--- src/rtl/rv_core_pkg.sv ---
// RV32 core shared definitions
`default_nettype none

package rv_core_pkg;

    // widths
    localparam int XLEN       = 32;
    localparam int NUM_REGS   = 32;
    localparam int REG_SEL_W  = 5;
    localparam int DIV_CYCLES = 32;
    localparam int DIV_CNT_W  = $clog2(DIV_CYCLES);

    // major opcodes
    localparam logic [6:0] OPC_OPIMM  = 7'b0010011;
    localparam logic [6:0] OPC_OP     = 7'b0110011;
    localparam logic [6:0] OPC_LOAD   = 7'b0000011;
    localparam logic [6:0] OPC_STORE  = 7'b0100011;
    localparam logic [6:0] OPC_BRANCH = 7'b1100011;
    localparam logic [6:0] OPC_LUI    = 7'b0110111;

    // op-imm funct3
    localparam logic [2:0] F3_ADDI  = 3'b000;
    localparam logic [2:0] F3_SLTIU = 3'b011;
    localparam logic [2:0] F3_XORI  = 3'b100;
    localparam logic [2:0] F3_ORI   = 3'b110;
    localparam logic [2:0] F3_ANDI  = 3'b111;

    // branch funct3
    localparam logic [2:0] F3_BEQ  = 3'b000;
    localparam logic [2:0] F3_BNE  = 3'b001;
    localparam logic [2:0] F3_BLTU = 3'b110;
    localparam logic [2:0] F3_BGEU = 3'b111;

    // word width for loads and stores
    localparam logic [2:0] F3_WORD = 3'b010;

    // register ops, funct7 followed by funct3
    localparam logic [9:0] FN_ADD  = {7'b0000000, 3'b000};
    localparam logic [9:0] FN_SUB  = {7'b0100000, 3'b000};
    localparam logic [9:0] FN_SLL  = {7'b0000000, 3'b001};
    localparam logic [9:0] FN_SRL  = {7'b0000000, 3'b101};
    localparam logic [9:0] FN_SLTU = {7'b0000000, 3'b011};
    localparam logic [9:0] FN_AND  = {7'b0000000, 3'b111};
    localparam logic [9:0] FN_OR   = {7'b0000000, 3'b110};
    localparam logic [9:0] FN_XOR  = {7'b0000000, 3'b100};
    localparam logic [9:0] FN_MUL  = {7'b0000001, 3'b000};
    localparam logic [9:0] FN_DIVU = {7'b0000001, 3'b101};
    localparam logic [9:0] FN_REMU = {7'b0000001, 3'b111};

    // memory-mapped I/O
    localparam logic [XLEN-1:0] IO_OUT_ADDR  = 32'd1000;
    localparam logic [XLEN-1:0] IO_HALT_ADDR = 32'd1004;

    typedef enum logic [2:0] {
        ST_FETCH,
        ST_EXEC,
        ST_MEM,
        ST_DIV,
        ST_HALT
    } ctrl_state_t;

    typedef enum logic [2:0] {
        K_REG,
        K_BRANCH,
        K_LOAD,
        K_STORE,
        K_DIV,
        K_ILLEGAL
    } exec_kind_t;

endpackage

`default_nettype wire

--- src/rtl/rv_control.sv ---
// core controller FSM
`timescale 1ns/1ns
`default_nettype none

module rv_control
    import rv_core_pkg::*;
(
    input  logic                 clk,
    input  logic                 rst,
    input  logic [XLEN-1:0]      mem_rd_data,
    input  logic                 mem_ack,
    input  exec_kind_t           kind,
    input  logic [REG_SEL_W-1:0] rd_sel,
    input  logic [XLEN-1:0]      alu_result,
    input  logic [XLEN-1:0]      mem_addr_calc,
    input  logic [XLEN-1:0]      store_data,
    input  logic [XLEN-1:0]      next_pc,
    input  logic                 div_is_rem,
    input  logic                 div_done,
    input  logic [XLEN-1:0]      quotient,
    input  logic [XLEN-1:0]      remainder,
    output logic [XLEN-1:0]      instr,
    output logic [XLEN-1:0]      pc,
    output logic [XLEN-1:0]      mem_addr,
    output logic [XLEN-1:0]      mem_wr_data,
    output logic                 mem_rd_req,
    output logic                 mem_wr_req,
    output logic                 div_start,
    output logic                 wr_en,
    output logic [REG_SEL_W-1:0] wr_sel,
    output logic [XLEN-1:0]      wr_data,
    output logic [XLEN-1:0]      out_data,
    output logic                 out_valid,
    output logic                 halt
);

    ctrl_state_t state;
    logic        instr_ok;
    logic        instr_ack;
    logic        exec_go;
    logic        io_out;
    logic        io_halt;
    logic        data_go;

    // ST_EXEC has two phases, waiting for the word and executing it
    assign instr_ack = (state == ST_EXEC) && !instr_ok && mem_ack;
    assign exec_go   = (state == ST_EXEC) && instr_ok;

    assign io_out  = (mem_addr_calc == IO_OUT_ADDR);
    assign io_halt = (mem_addr_calc == IO_HALT_ADDR);
    assign data_go = exec_go && (kind == K_LOAD || (kind == K_STORE && !io_out && !io_halt));

    // writeback source
    always_comb begin
        wr_en   = 1'b0;
        wr_sel  = rd_sel;
        wr_data = alu_result;
        if (exec_go && kind == K_REG) begin
            wr_en = 1'b1;
        end else if (state == ST_MEM && mem_ack && kind == K_LOAD) begin
            wr_en   = 1'b1;
            wr_data = mem_rd_data;
        end else if (state == ST_DIV && div_done) begin
            wr_en   = 1'b1;
            wr_data = div_is_rem ? remainder : quotient;
        end
    end

    always_ff @(posedge clk or posedge rst) begin
        if (rst) begin
            state      <= ST_FETCH;
            pc         <= '0;
            instr_ok   <= 1'b0;
            mem_rd_req <= 1'b0;
            mem_wr_req <= 1'b0;
            div_start  <= 1'b0;
            out_valid  <= 1'b0;
            halt       <= 1'b0;
        end else begin
            // pulses last one cycle
            mem_rd_req <= 1'b0;
            mem_wr_req <= 1'b0;
            div_start  <= 1'b0;
            out_valid  <= 1'b0;
            case (state)
                ST_FETCH: begin
                    mem_rd_req <= 1'b1;
                    state      <= ST_EXEC;
                end
                ST_EXEC: begin
                    if (instr_ack) begin
                        instr_ok <= 1'b1;
                    end else if (instr_ok) begin
                        instr_ok <= 1'b0;
                        case (kind)
                            K_REG, K_BRANCH: begin
                                pc    <= next_pc;
                                state <= ST_FETCH;
                            end
                            K_LOAD: begin
                                mem_rd_req <= 1'b1;
                                state      <= ST_MEM;
                            end
                            K_STORE: begin
                                if (io_out) begin
                                    out_valid <= 1'b1;
                                    pc        <= next_pc;
                                    state     <= ST_FETCH;
                                end else if (io_halt) begin
                                    halt  <= 1'b1;
                                    state <= ST_HALT;
                                end else begin
                                    mem_wr_req <= 1'b1;
                                    state      <= ST_MEM;
                                end
                            end
                            K_DIV: begin
                                div_start <= 1'b1;
                                state     <= ST_DIV;
                            end
                            default: begin
                                halt  <= 1'b1;
                                state <= ST_HALT;
                            end
                        endcase
                    end
                end
                ST_MEM: begin
                    if (mem_ack) begin
                        pc    <= next_pc;
                        state <= ST_FETCH;
                    end
                end
                ST_DIV: begin
                    if (div_done) begin
                        pc    <= next_pc;
                        state <= ST_FETCH;
                    end
                end
                ST_HALT: state <= ST_HALT;
                default: begin
                    halt  <= 1'b1;
                    state <= ST_HALT;
                end
            endcase
        end
    end

    // instruction word, bus address and output data
    always_ff @(posedge clk) begin
        if (instr_ack) begin
            instr <= mem_rd_data;
        end
        if (state == ST_FETCH) begin
            mem_addr <= pc;
        end else if (data_go) begin
            mem_addr    <= mem_addr_calc;
            mem_wr_data <= store_data;
        end
        if (exec_go && kind == K_STORE && io_out) begin
            out_data <= store_data;
        end
    end

    assert property (@(posedge clk) disable iff (rst) !(mem_rd_req && mem_wr_req));
    assert property (@(posedge clk) disable iff (rst) pc[1:0] == 2'b00);

endmodule

`default_nettype wire

--- config.mk ---
export PLATFORM = sky130hd
export DESIGN_NAME = rv_control
export DESIGN_NICKNAME = d
export VERILOG_FILES = /design/src/rtl/rv_core_pkg.sv /design/src/rtl/rv_control.sv
export SDC_FILE = /design/constraint.sdc
export NUM_CORES = 1
export LEC_CHECK = 0
export ABC_AREA = 1
export BUFFER_PORTS_ARGS = -buffer_cell sky130_fd_sc_hd__clkbuf_2
export CAP_MARGIN = 30
export CORE_AREA = 2 2 169 171
export DETAILED_ROUTE_END_ITERATION = 8
export DIE_AREA = 0 0 171 173
export PLACE_DENSITY_LB_ADDON = 0.3
export SLEW_MARGIN = 5
export SYNTH_ARGS = -nofsm -noshare
export SYNTH_HDL_FRONTEND = slang
export SYNTH_SLANG_ARGS = --single-unit
--- constraint.sdc ---
create_clock -name clk -period 5.3 [get_ports clk]
set_input_delay 0.53 -clock clk [delete_from_list [all_inputs] [get_ports clk]]
set_output_delay 0.53 -clock clk [all_outputs]
set_load 0.01 [all_outputs]
; Word-level counts from Yosys, hierarchy flattened
; Index checks and enable logic that the tools add are counted.
[totals]
regBits = 169
in_bits = 237
output_inout_bits = 203
word_cells = 110
[classes]
n_eq_ne = 19
muxes = 50
bitwise_logic = 2
n_reduce_logical = 27
[op_table]
columns = op, n
row1 = two-way mux 32 bit, 11
row2 = one-hot mux 32 bit (3 select lines), 1
row3 = "equality test 32 x 10 -> 1 bit, second input constant", 2
row4 = one-hot mux 32 bit (2 select lines), 1
row5 = two-way mux 1 bit, 26
row6 = one-hot mux 3 bit (4 select lines), 2
row7 = two-way mux 3 bit, 6
row8 = "equality test 3 x 2 -> 1 bit, second input constant", 4
row9 = logical AND 1 bit, 12
row10 = "inequality test 2 bit, second input constant", 5
row11 = "inequality test 3 bit, second input constant", 3
row12 = OR reduction 4 bit, 2
row13 = AND reduction 7 bit, 1
row14 = "equality test 3 x 1 -> 1 bit, second input constant", 2
row15 = "equality test 3 bit, second input constant", 2
row16 = logical NOT 3 bit, 2
row17 = one-hot mux 1 bit (2 select lines), 3
row18 = AND reduction 6 bit, 1
row19 = AND reduction 4 bit, 1
row20 = logical NOT 1 bit, 3
row21 = "inequality test 3 x 1 -> 1 bit, second input constant", 1
row22 = nonzero test 3 bit, 1
row23 = inverter 1 bit, 2
row24 = AND reduction 2 bit, 1
row25 = 3 further kinds, 3

; Logic depth before layout (Yosys ltp)
; Gate-level depths: netlist (run 1).
[logic_depth]
word_depth = 8
ltp_mapped = 13
depth_no_buf = 12

; Worst setup path before layout (run 1)
; No wires, ideal clock.
[synth_path]
kind = reg-to-reg
from = reg state[2]
to = reg mem_addr[0] (enable)
setup_time_ns = 0.466
arrival_time_ns = 3.362
setup_slack_ns = 1.472
stages_incl_launch_ff = 6
path_cell_list = dfrtp_1 nor3_2 inv_1 nor2_1 inv_1 o21ai_0
[synth_via]
elab_chain_cells = 4
[synth_lines]
columns = element, line
row1 = start: declaration, rv_control.sv:37  ; ctrl_state_t state;
row2 = start signal: assignment, rv_control.sv:71  ; state <= ST_FETCH;
row3 = start signal: assignment, rv_control.sv:88  ; state <= ST_EXEC;
row4 = start signal: assignment, rv_control.sv:98  ; state <= ST_FETCH;
row5 = equality test 3 x 1 -> 1 bit, rv_control.sv:47  ; assign exec_go = (state == ST_EXEC) && instr_ok;
row6 = logical AND 1 bit, rv_control.sv:47
row7 = logical AND 1 bit, rv_control.sv:51  ; assign data_go = exec_go && (kind == K_LOAD || (kind == K_STORE && !io_out && !io_halt));
row8 = nonzero test 2 bit (no line) (*), -
row9 = end signal: assignment, rv_control.sv:155  ; mem_addr <= pc;
row10 = end signal: assignment, rv_control.sv:157  ; mem_addr <= mem_addr_calc;
row11 = end: declaration, rv_control.sv:24  ; output logic [XLEN-1:0] mem_addr,
; Every way passes the cells marked *; elsewhere a longest branch is shown, timed or not.
; A chain may end at the register's enable or synchronous reset.

; Worst setup path after layout (run 1)
[layout_path]
from = reg state[2]
to = out wr_data[0]
[layout_via]
elab_chain_cells = 5
[layout_lines]
columns = element, line
row1 = "equality test 3 x 2 -> 1 bit, on equally long branches", "rv_control.sv:63, rv_control.sv:60"
row2 = "logical AND 1 bit, on equally long branches", "rv_control.sv:63, rv_control.sv:60"
row3 = two-way mux 32 bit / logical AND 1 bit (equally long branches), "rv_control.sv:63, rv_control.sv:60"
row4 = two-way mux 32 bit, rv_control.sv:60  ; end else if (state == ST_MEM && mem_ack && kind == K_LOAD) begin
row5 = two-way mux 32 bit (*), rv_control.sv:58  ; if (exec_go && kind == K_REG) begin
row6 = end: declaration, rv_control.sv:31  ; output logic [XLEN-1:0] wr_data,
; Marks and branches as above.

==> results of run 1 <==
## state kept, by name, summed over array words and instances (netlist names)
name         count
out_data        32
instr           32
mem_rd_req       1
pc              32
mem_wr_data     32
div_start        1
state            3
halt             1
mem_wr_req       1
mem_addr        32
instr_ok         1
out_valid        1
## cell usage in the layout (no fill, tap or decap), drive strengths merged, types with 9 or more instances in the layout
| cell type | instances |
|---|---|
| clkinv | 9 |
| mux2 | 64 |
| edfxtp | 128 |
| clkbuf | 447 |
| nor2 | 26 |
| nand3 | 35 |
| dfrtp | 41 |
| inv | 74 |
| nand2 | 185 |
| buf | 9 |
| o21ai | 56 |
## cell type report
| type | instances | area [µm²] |
|---|---|---|
| inverter | 72 | 270 |
| tap | 378 | 473 |
| fill | 2786 | 17000 |
| timing repair buffer | 438 | 2290 |
| clock buffer | 18 | 429 |
| clock inverter | 14 | 148 |
| multi-input combinational | 384 | 2180 |
| sequential | 169 | 4870 |
## final timing paths
kind	end	slack, ps	depth (start not counted)
hold / removal	pc[10]$_DFFE_PP0P_	60	2
max in group asynchronous	pc[27]$_DFFE_PP0P_	4750	3
min in group clk	instr[7]$_DFFE_PP_	290	1
setup / recovery	wr_data[0]	2320	5
setup reg to reg	pc[9]$_DFFE_PP0P_	2740	9
hold reg to reg	halt$_DFFE_PP0P_	480	2
## through the flow
step	hold WS, ps	worst slack [ps]	area (µm²)
after floorplan	500	1470	7500
after global placement	455	2500	9970
after detailed placement	464	2480	10100
after CTS	41.3	2250	10700
after global routing	58.6	2150	10700
final	56.2	2320	10700
## logic make-up after synthesis
logic type | share of synthesized area
flops | 0.649
mux | 0.0960
simple gates | 0.143
compound gates | 0.0447
buf+inv | 0.0672
## metal layers
| metal | vias to the layer above | wire (µm) | global-route usage | share of wire |
|---|---|---|---|---|
| met3 | 45 | 1530 | 0.0412 | 0.063 |
| met2 | 307 | 12300 | 0.282 | 0.51 |
| met1 | 2888 | 9240 | 0.177 | 0.38 |
| li1 | 3060 | - | - | - |
| met5 | - | 0 | 0 | 0 |
| met4 | 0 | 1080 | 0.0826 | 0.045 |
## critical path, cell delays in order, from the launching register on
cell	delay, ps
dfrtp_1	480
nor4_4	290
buf_4	500
o21ai_0	280
mux2_2	320
clkbuf_2	130
## where the power goes
part / leakage, nW / switching (mW) / internal (mW) / total (mW)
Clock: 0.283 / 0.535 / 0.699 / 1.23
Combinational: 3.06 / 0.0906 / 0.108 / 0.199
Sequential: 1.71 / 0 / 1.43 / 1.43
Total: 5.05 / 0.626 / 2.23 / 2.86
==> run_results.csv, run 1 <==
group,metric,value,unit
grt,overflow,0,
pwr,p_leak,5.05,nW
critical_path,r2r-start,"state[2]$_DFFE_PP0P_",
die,row_count,61,
timing,fin_tns_setup,0,ps
synthesis,ys_top_cells_by_area,"edfxtp_1 (51%), dfrtp_1 (14%), mux2_2 (9.3%), nand2_1 (9.1%), o21ai_0 (3.7%)",
synthesis,netlist_instances,660,
synthesis,synth_seq_area_share,0.649,
synthesis,synth.most_common_cell,"nand2_1",
die,die_width,171,µm
placed_design,placed_cells,1441,
clock_network,cts_buffer_depth,2,
die,die_height,173,µm
clock_network,cts_sinks,169,
timing,hold_viol_final,0,
synthesis,synth_area_per_cell,11.4,µm²
critical_path,cp-startpoint,"state[2]$_DFFE_PP0P_",
routing,dr.pass1.iters,4,
routing,vias,6300,
finish,final_nets,1319,
clock_network,post_cts_resized,0,
placed_design,hpwl,19100,µm
critical_path,endpoint_kind,"output port",
grt,grt_use_total,0.160,
routing,wl_per_cell,16.4,µm
grt,grt_start_max_net_pins,66,
clock_network,cts_buffers,17,
flow_run,drv_cap,0,
routing,drtAntennaViolNets,0,
synthesis,syn_area,7500,µm²
grt,grt_pass1_wl,35500,µm
synthesis,synth_seq_cells,169,
grt,grt_pass1_vias,6311,
timing,fmax,336,MHz
pwr,p_total,2.86,mW
placed_design,portBuffers,429,
synthesis,synthFlopType,"edfxtp_1",
routing,drtIter0Drc,229,
timing,setup_viol,0,
finish,area_growth,42.1,%
die,io-pin-count,440,
clock_network,cts_max_level,4,
clock_network,root_buffer,"clkbuf_16",
finish,antenna_cells,0,
clock_network,cts_tree,"done",
routing,via_per_inst,4.28,
synthesis,synth_edf_count,128,
clock_network,clk_pin_slew,70,ps
synthesis,ys.warnings.count,0,
status,outcome,"completed",
timing,slew_violations,0,
critical_path,crit_path_start_kind,"flop",
timing,worst_pin_slew,927,ps
critical_path,crit_arrival,2450,ps
pwr,power_density,268,nW/µm²
timing,layout_min_cycle_time,2980,ps
placed_design,gp_congestion,0.847,
synthesis,synth_common_cells,"nand2_1 (182), edfxtp_1 (128), inv_1 (70), mux2_2 (62), o21ai_0 (56)",
synthesis,ys_types,31,
synthesis,async_flop_share,0.243,
pwr,ir_drop,0.000138,V
die,dieArea,29600,µm²
die,initial_core_util,0.272,
critical_path,crit_type,"reg2out",
critical_path,worstPathRequired,4770,ps
die,core,27600,µm²
finish,fin_cells,1473,
routing,drc_errors,0,
timing,fin_crit_sh,0.562,
synthesis,synth_top_cell_area_share,0.512,
routing,routed_wl,24100,µm
timing,slew_headroom,0.380,
clock_network,clock_latency,420,ps
clock_network,post_cts_buffers,0,
timing,rsz0062_at_grt,"no",
finish,final_layout_size_suffix_gt1_frac,0.499,
hold_path,hold_path_class,"in2async",
synthesis,synth_fp_nets,897,
finish,utilization,0.386,
timing,finClkSkew,12.3,ps
grt,antenna_found_initial,0,
synthesis,yosysTopAreaCell,"edfxtp_1",
clock_network,ctsHoldBuffers,0,
critical_path,crit_path_max_fanout,65,
Note: power is estimated with default switching activity, not from simulation.
==> inputs of run 2 (changes only) <==
--- a/config.mk
+++ b/config.mk
@@ -8,9 +8,9 @@
 export ABC_AREA = 1
 export BUFFER_PORTS_ARGS = -buffer_cell sky130_fd_sc_hd__clkbuf_2
 export CAP_MARGIN = 30
-export CORE_AREA = 2 2 169 171
+export CORE_AREA = 2 2 172 174
 export DETAILED_ROUTE_END_ITERATION = 8
-export DIE_AREA = 0 0 171 173
+export DIE_AREA = 0 0 174 176
 export PLACE_DENSITY_LB_ADDON = 0.3
 export SLEW_MARGIN = 5
 export SYNTH_ARGS = -nofsm -noshare
==> constraint.sdc (replaced) <==
create_clock -name clk -period 2.45 [get_ports clk]
set_input_delay 0.245 -clock clk [delete_from_list [all_inputs] [get_ports clk]]
set_output_delay 0.245 -clock clk [all_outputs]
set_load 0.01 [all_outputs]
==> run_results.csv, run 2 (synthesized netlist as in run 1, its figures left out) <==
group,metric,value,unit
status,outcome,"completed",
die,io-pin-count,440,
die,initial_core_util,0.263,
die,die_height,176,µm
finish,utilization,0.391,
critical_path,cp_slowest_cell,"dfrtp_2",
placed_design,portBuffers,429,
finish,antenna_cells,0,
critical_path,endpoint_kind,"output port",
grt,grt_use_total,0.168,
timing,finClkSkew,13.3,ps
clock_network,cts_buffers,17,
placed_design,hpwl,20300,µm
die,die_width,174,µm
finish,layout_common_cells,"clkbuf_2 (429), nand2_1 (182), edfxtp_1 (128)",
timing,rsz0062_at_grt,"yes",
clock_network,root_buffer,"clkbuf_16",
routing,dr.pass1.iters,5,
finish,area_growth,48.9,%
routing,wl_per_cell,17.4,µm
finish,fill_cells,2935,
routing,drtAntennaViolNets,0,
finish,mostFrequentLayoutCell,"clkbuf_2",
hold_path,hold_path_class,"in2reg",
routing,via_per_inst,4.25,
critical_path,worstPathRequired,2200,ps
die,dieArea,30600,µm²
timing,fmax,423,MHz
critical_path,crit_type,"reg2out",
timing,slew_headroom,0.656,
clock_network,cts_sinks,169,
routing,vias,6472,
finish,final_layout_size_suffix_gt1_frac,0.494,
grt,antenna_found_initial,0,
clock_network,cts_max_level,4,
placed_design,gp_congestion,0.872,
timing,setup_viol,0,
finish,final_nets,1362,
critical_path,crit_arrival,2120,ps
finish,seq_area,4870,µm²
grt,grt_pass1_vias,6534,
pwr,p_leak,5.28,nW
timing,fin_tns_setup,0,ps
critical_path,max_stage_delay,470,ps
timing,slew_violations,0,
clock_network,cts_tree,"done",
flow_run,drv_cap,0,
timing,layout_min_cycle_time,2370,ps
clock_network,clock_latency,420,ps
pwr,power_density,563,nW/µm²
timing,worst_pin_slew,515,ps
critical_path,crit_path_max_fanout,33,
critical_path,crit_path_start_kind,"flop",
critical_path,crit_chain,"nor2_4, nand2_4, nor3_4, buf_12, mux2_2, clkbuf_2",
clock_network,clk_pin_slew,80,ps
grt,grt_start_max_net_pins,55,
grt,overflow,0,
routing,drtIter0Drc,304,
routing,routed_wl,26500,µm
clock_network,cts_buffer_depth,2,
pwr,ir_drop,0.000352,V
finish,multi_input_area,2210,µm²
die,row_count,62,
routing,drc_errors,0,
timing,fin_crit_sh,0.966,
timing,hold_viol_final,0,
grt,grt_pass1_wl,38500,µm
die,core,28500,µm²
[run 2: cell types whose count changed in the layout (fill, tap and decap cells not counted), moves of 3 or more]
| cell | before | now |
|---|---|---|
| clkbuf_16 | 17 | 20 |
| inv_6 | 1 | 6 |
| o21ai_2 | 0 | 4 |
| o21ai_0 | 55 | 50 |
| buf_4 | 4 | 7 |
| dlygate4sd3_1 | 0 | 34 |
| buf_12 | 3 | 8 |
[run 2: timing repair]
item / 4_1_cts / 5_1_grt
hold endpoints to repair: 44 / 46
setup buffers: 2 / 0
pin swaps: 1 / 0
hold buffers: 29 / 5
gates resized for setup: 7 / 7
cloned: 1 / 1
setup endpoints to repair: 32 / 30
[run 2: cell type report]
cell class,count,share of cell area
inverters,72,0.0242
well taps,384,0.0430
clock buffers,21,0.0432
clock inverters,11,0.00862
repair buffers,481,0.247
multi-input cells,384,0.198
flip-flops and latches,169,0.436
[run 2: final timing paths]
path | start | end | slack [ps] | depth (start not counted)
worst max-delay path | state[2]$_DFFE_PP0P_ | wr_data[20] | 80 | 6
worst min-delay path | mem_rd_data[9] | instr[9]$_DFFE_PP_ | 20 | 1
worst max register to register | state[0]$_DFFE_PP0P_ | pc[0]$_DFFE_PP0P_ | 450 | 9
worst min register to register | halt$_DFFE_PP0P_ | halt$_DFFE_PP0P_ | 500 | 2
max in group asynchronous | rst | pc[28]$_DFFE_PP0P_ | 1780 | 4
min in group asynchronous | rst | pc[8]$_DFFE_PP0P_ | 230 | 3
[run 2: where the power goes]
group	switching (mW)	internal, mW
Clock	1.25	1.46
Combinational	0.222	0.274
Sequential	0	3.08
[run 2: worst max-delay path: cells and delay by family (launching register included)]
family                 cells  cell delay [ps]
buffers and inverters      2              370
multiplexers               1              400
flip-flops                 1              470
AND/OR/NAND/NOR            3              440
[run 2: layer usage]
metal	share of wire	wire length, µm	track usage	vias up
met2	0.54	14200	0.315	277
met3	0.060	1600	0.0422	27
met5	0	0	0	-
met1	0.37	9900	0.183	3026
met4	0.030	803	0.0595	0
li1	-	-	-	3142
[run 2: metrics by stage]
| stage | hold WS [ps] | instances | setup slack [ps] | instance area [µm²] | power [mW] |
|---|---|---|---|---|---|
| floorplan | 344 | 660 | 40.4 | 7530 | 3.32 |
| global placement | 436 | 1451 | 361 | 10100 | 3.59 |
| detailed placement | 438 | 1451 | 358 | 10100 | 3.59 |
| CTS | 0.0704 | 1515 | -18.6 | 11100 | 6.37 |
| global route | 0.183 | 1522 | -14.5 | 11200 | 6.54 |
| finish | 20.1 | 1522 | 84.3 | 11200 | 6.29 |
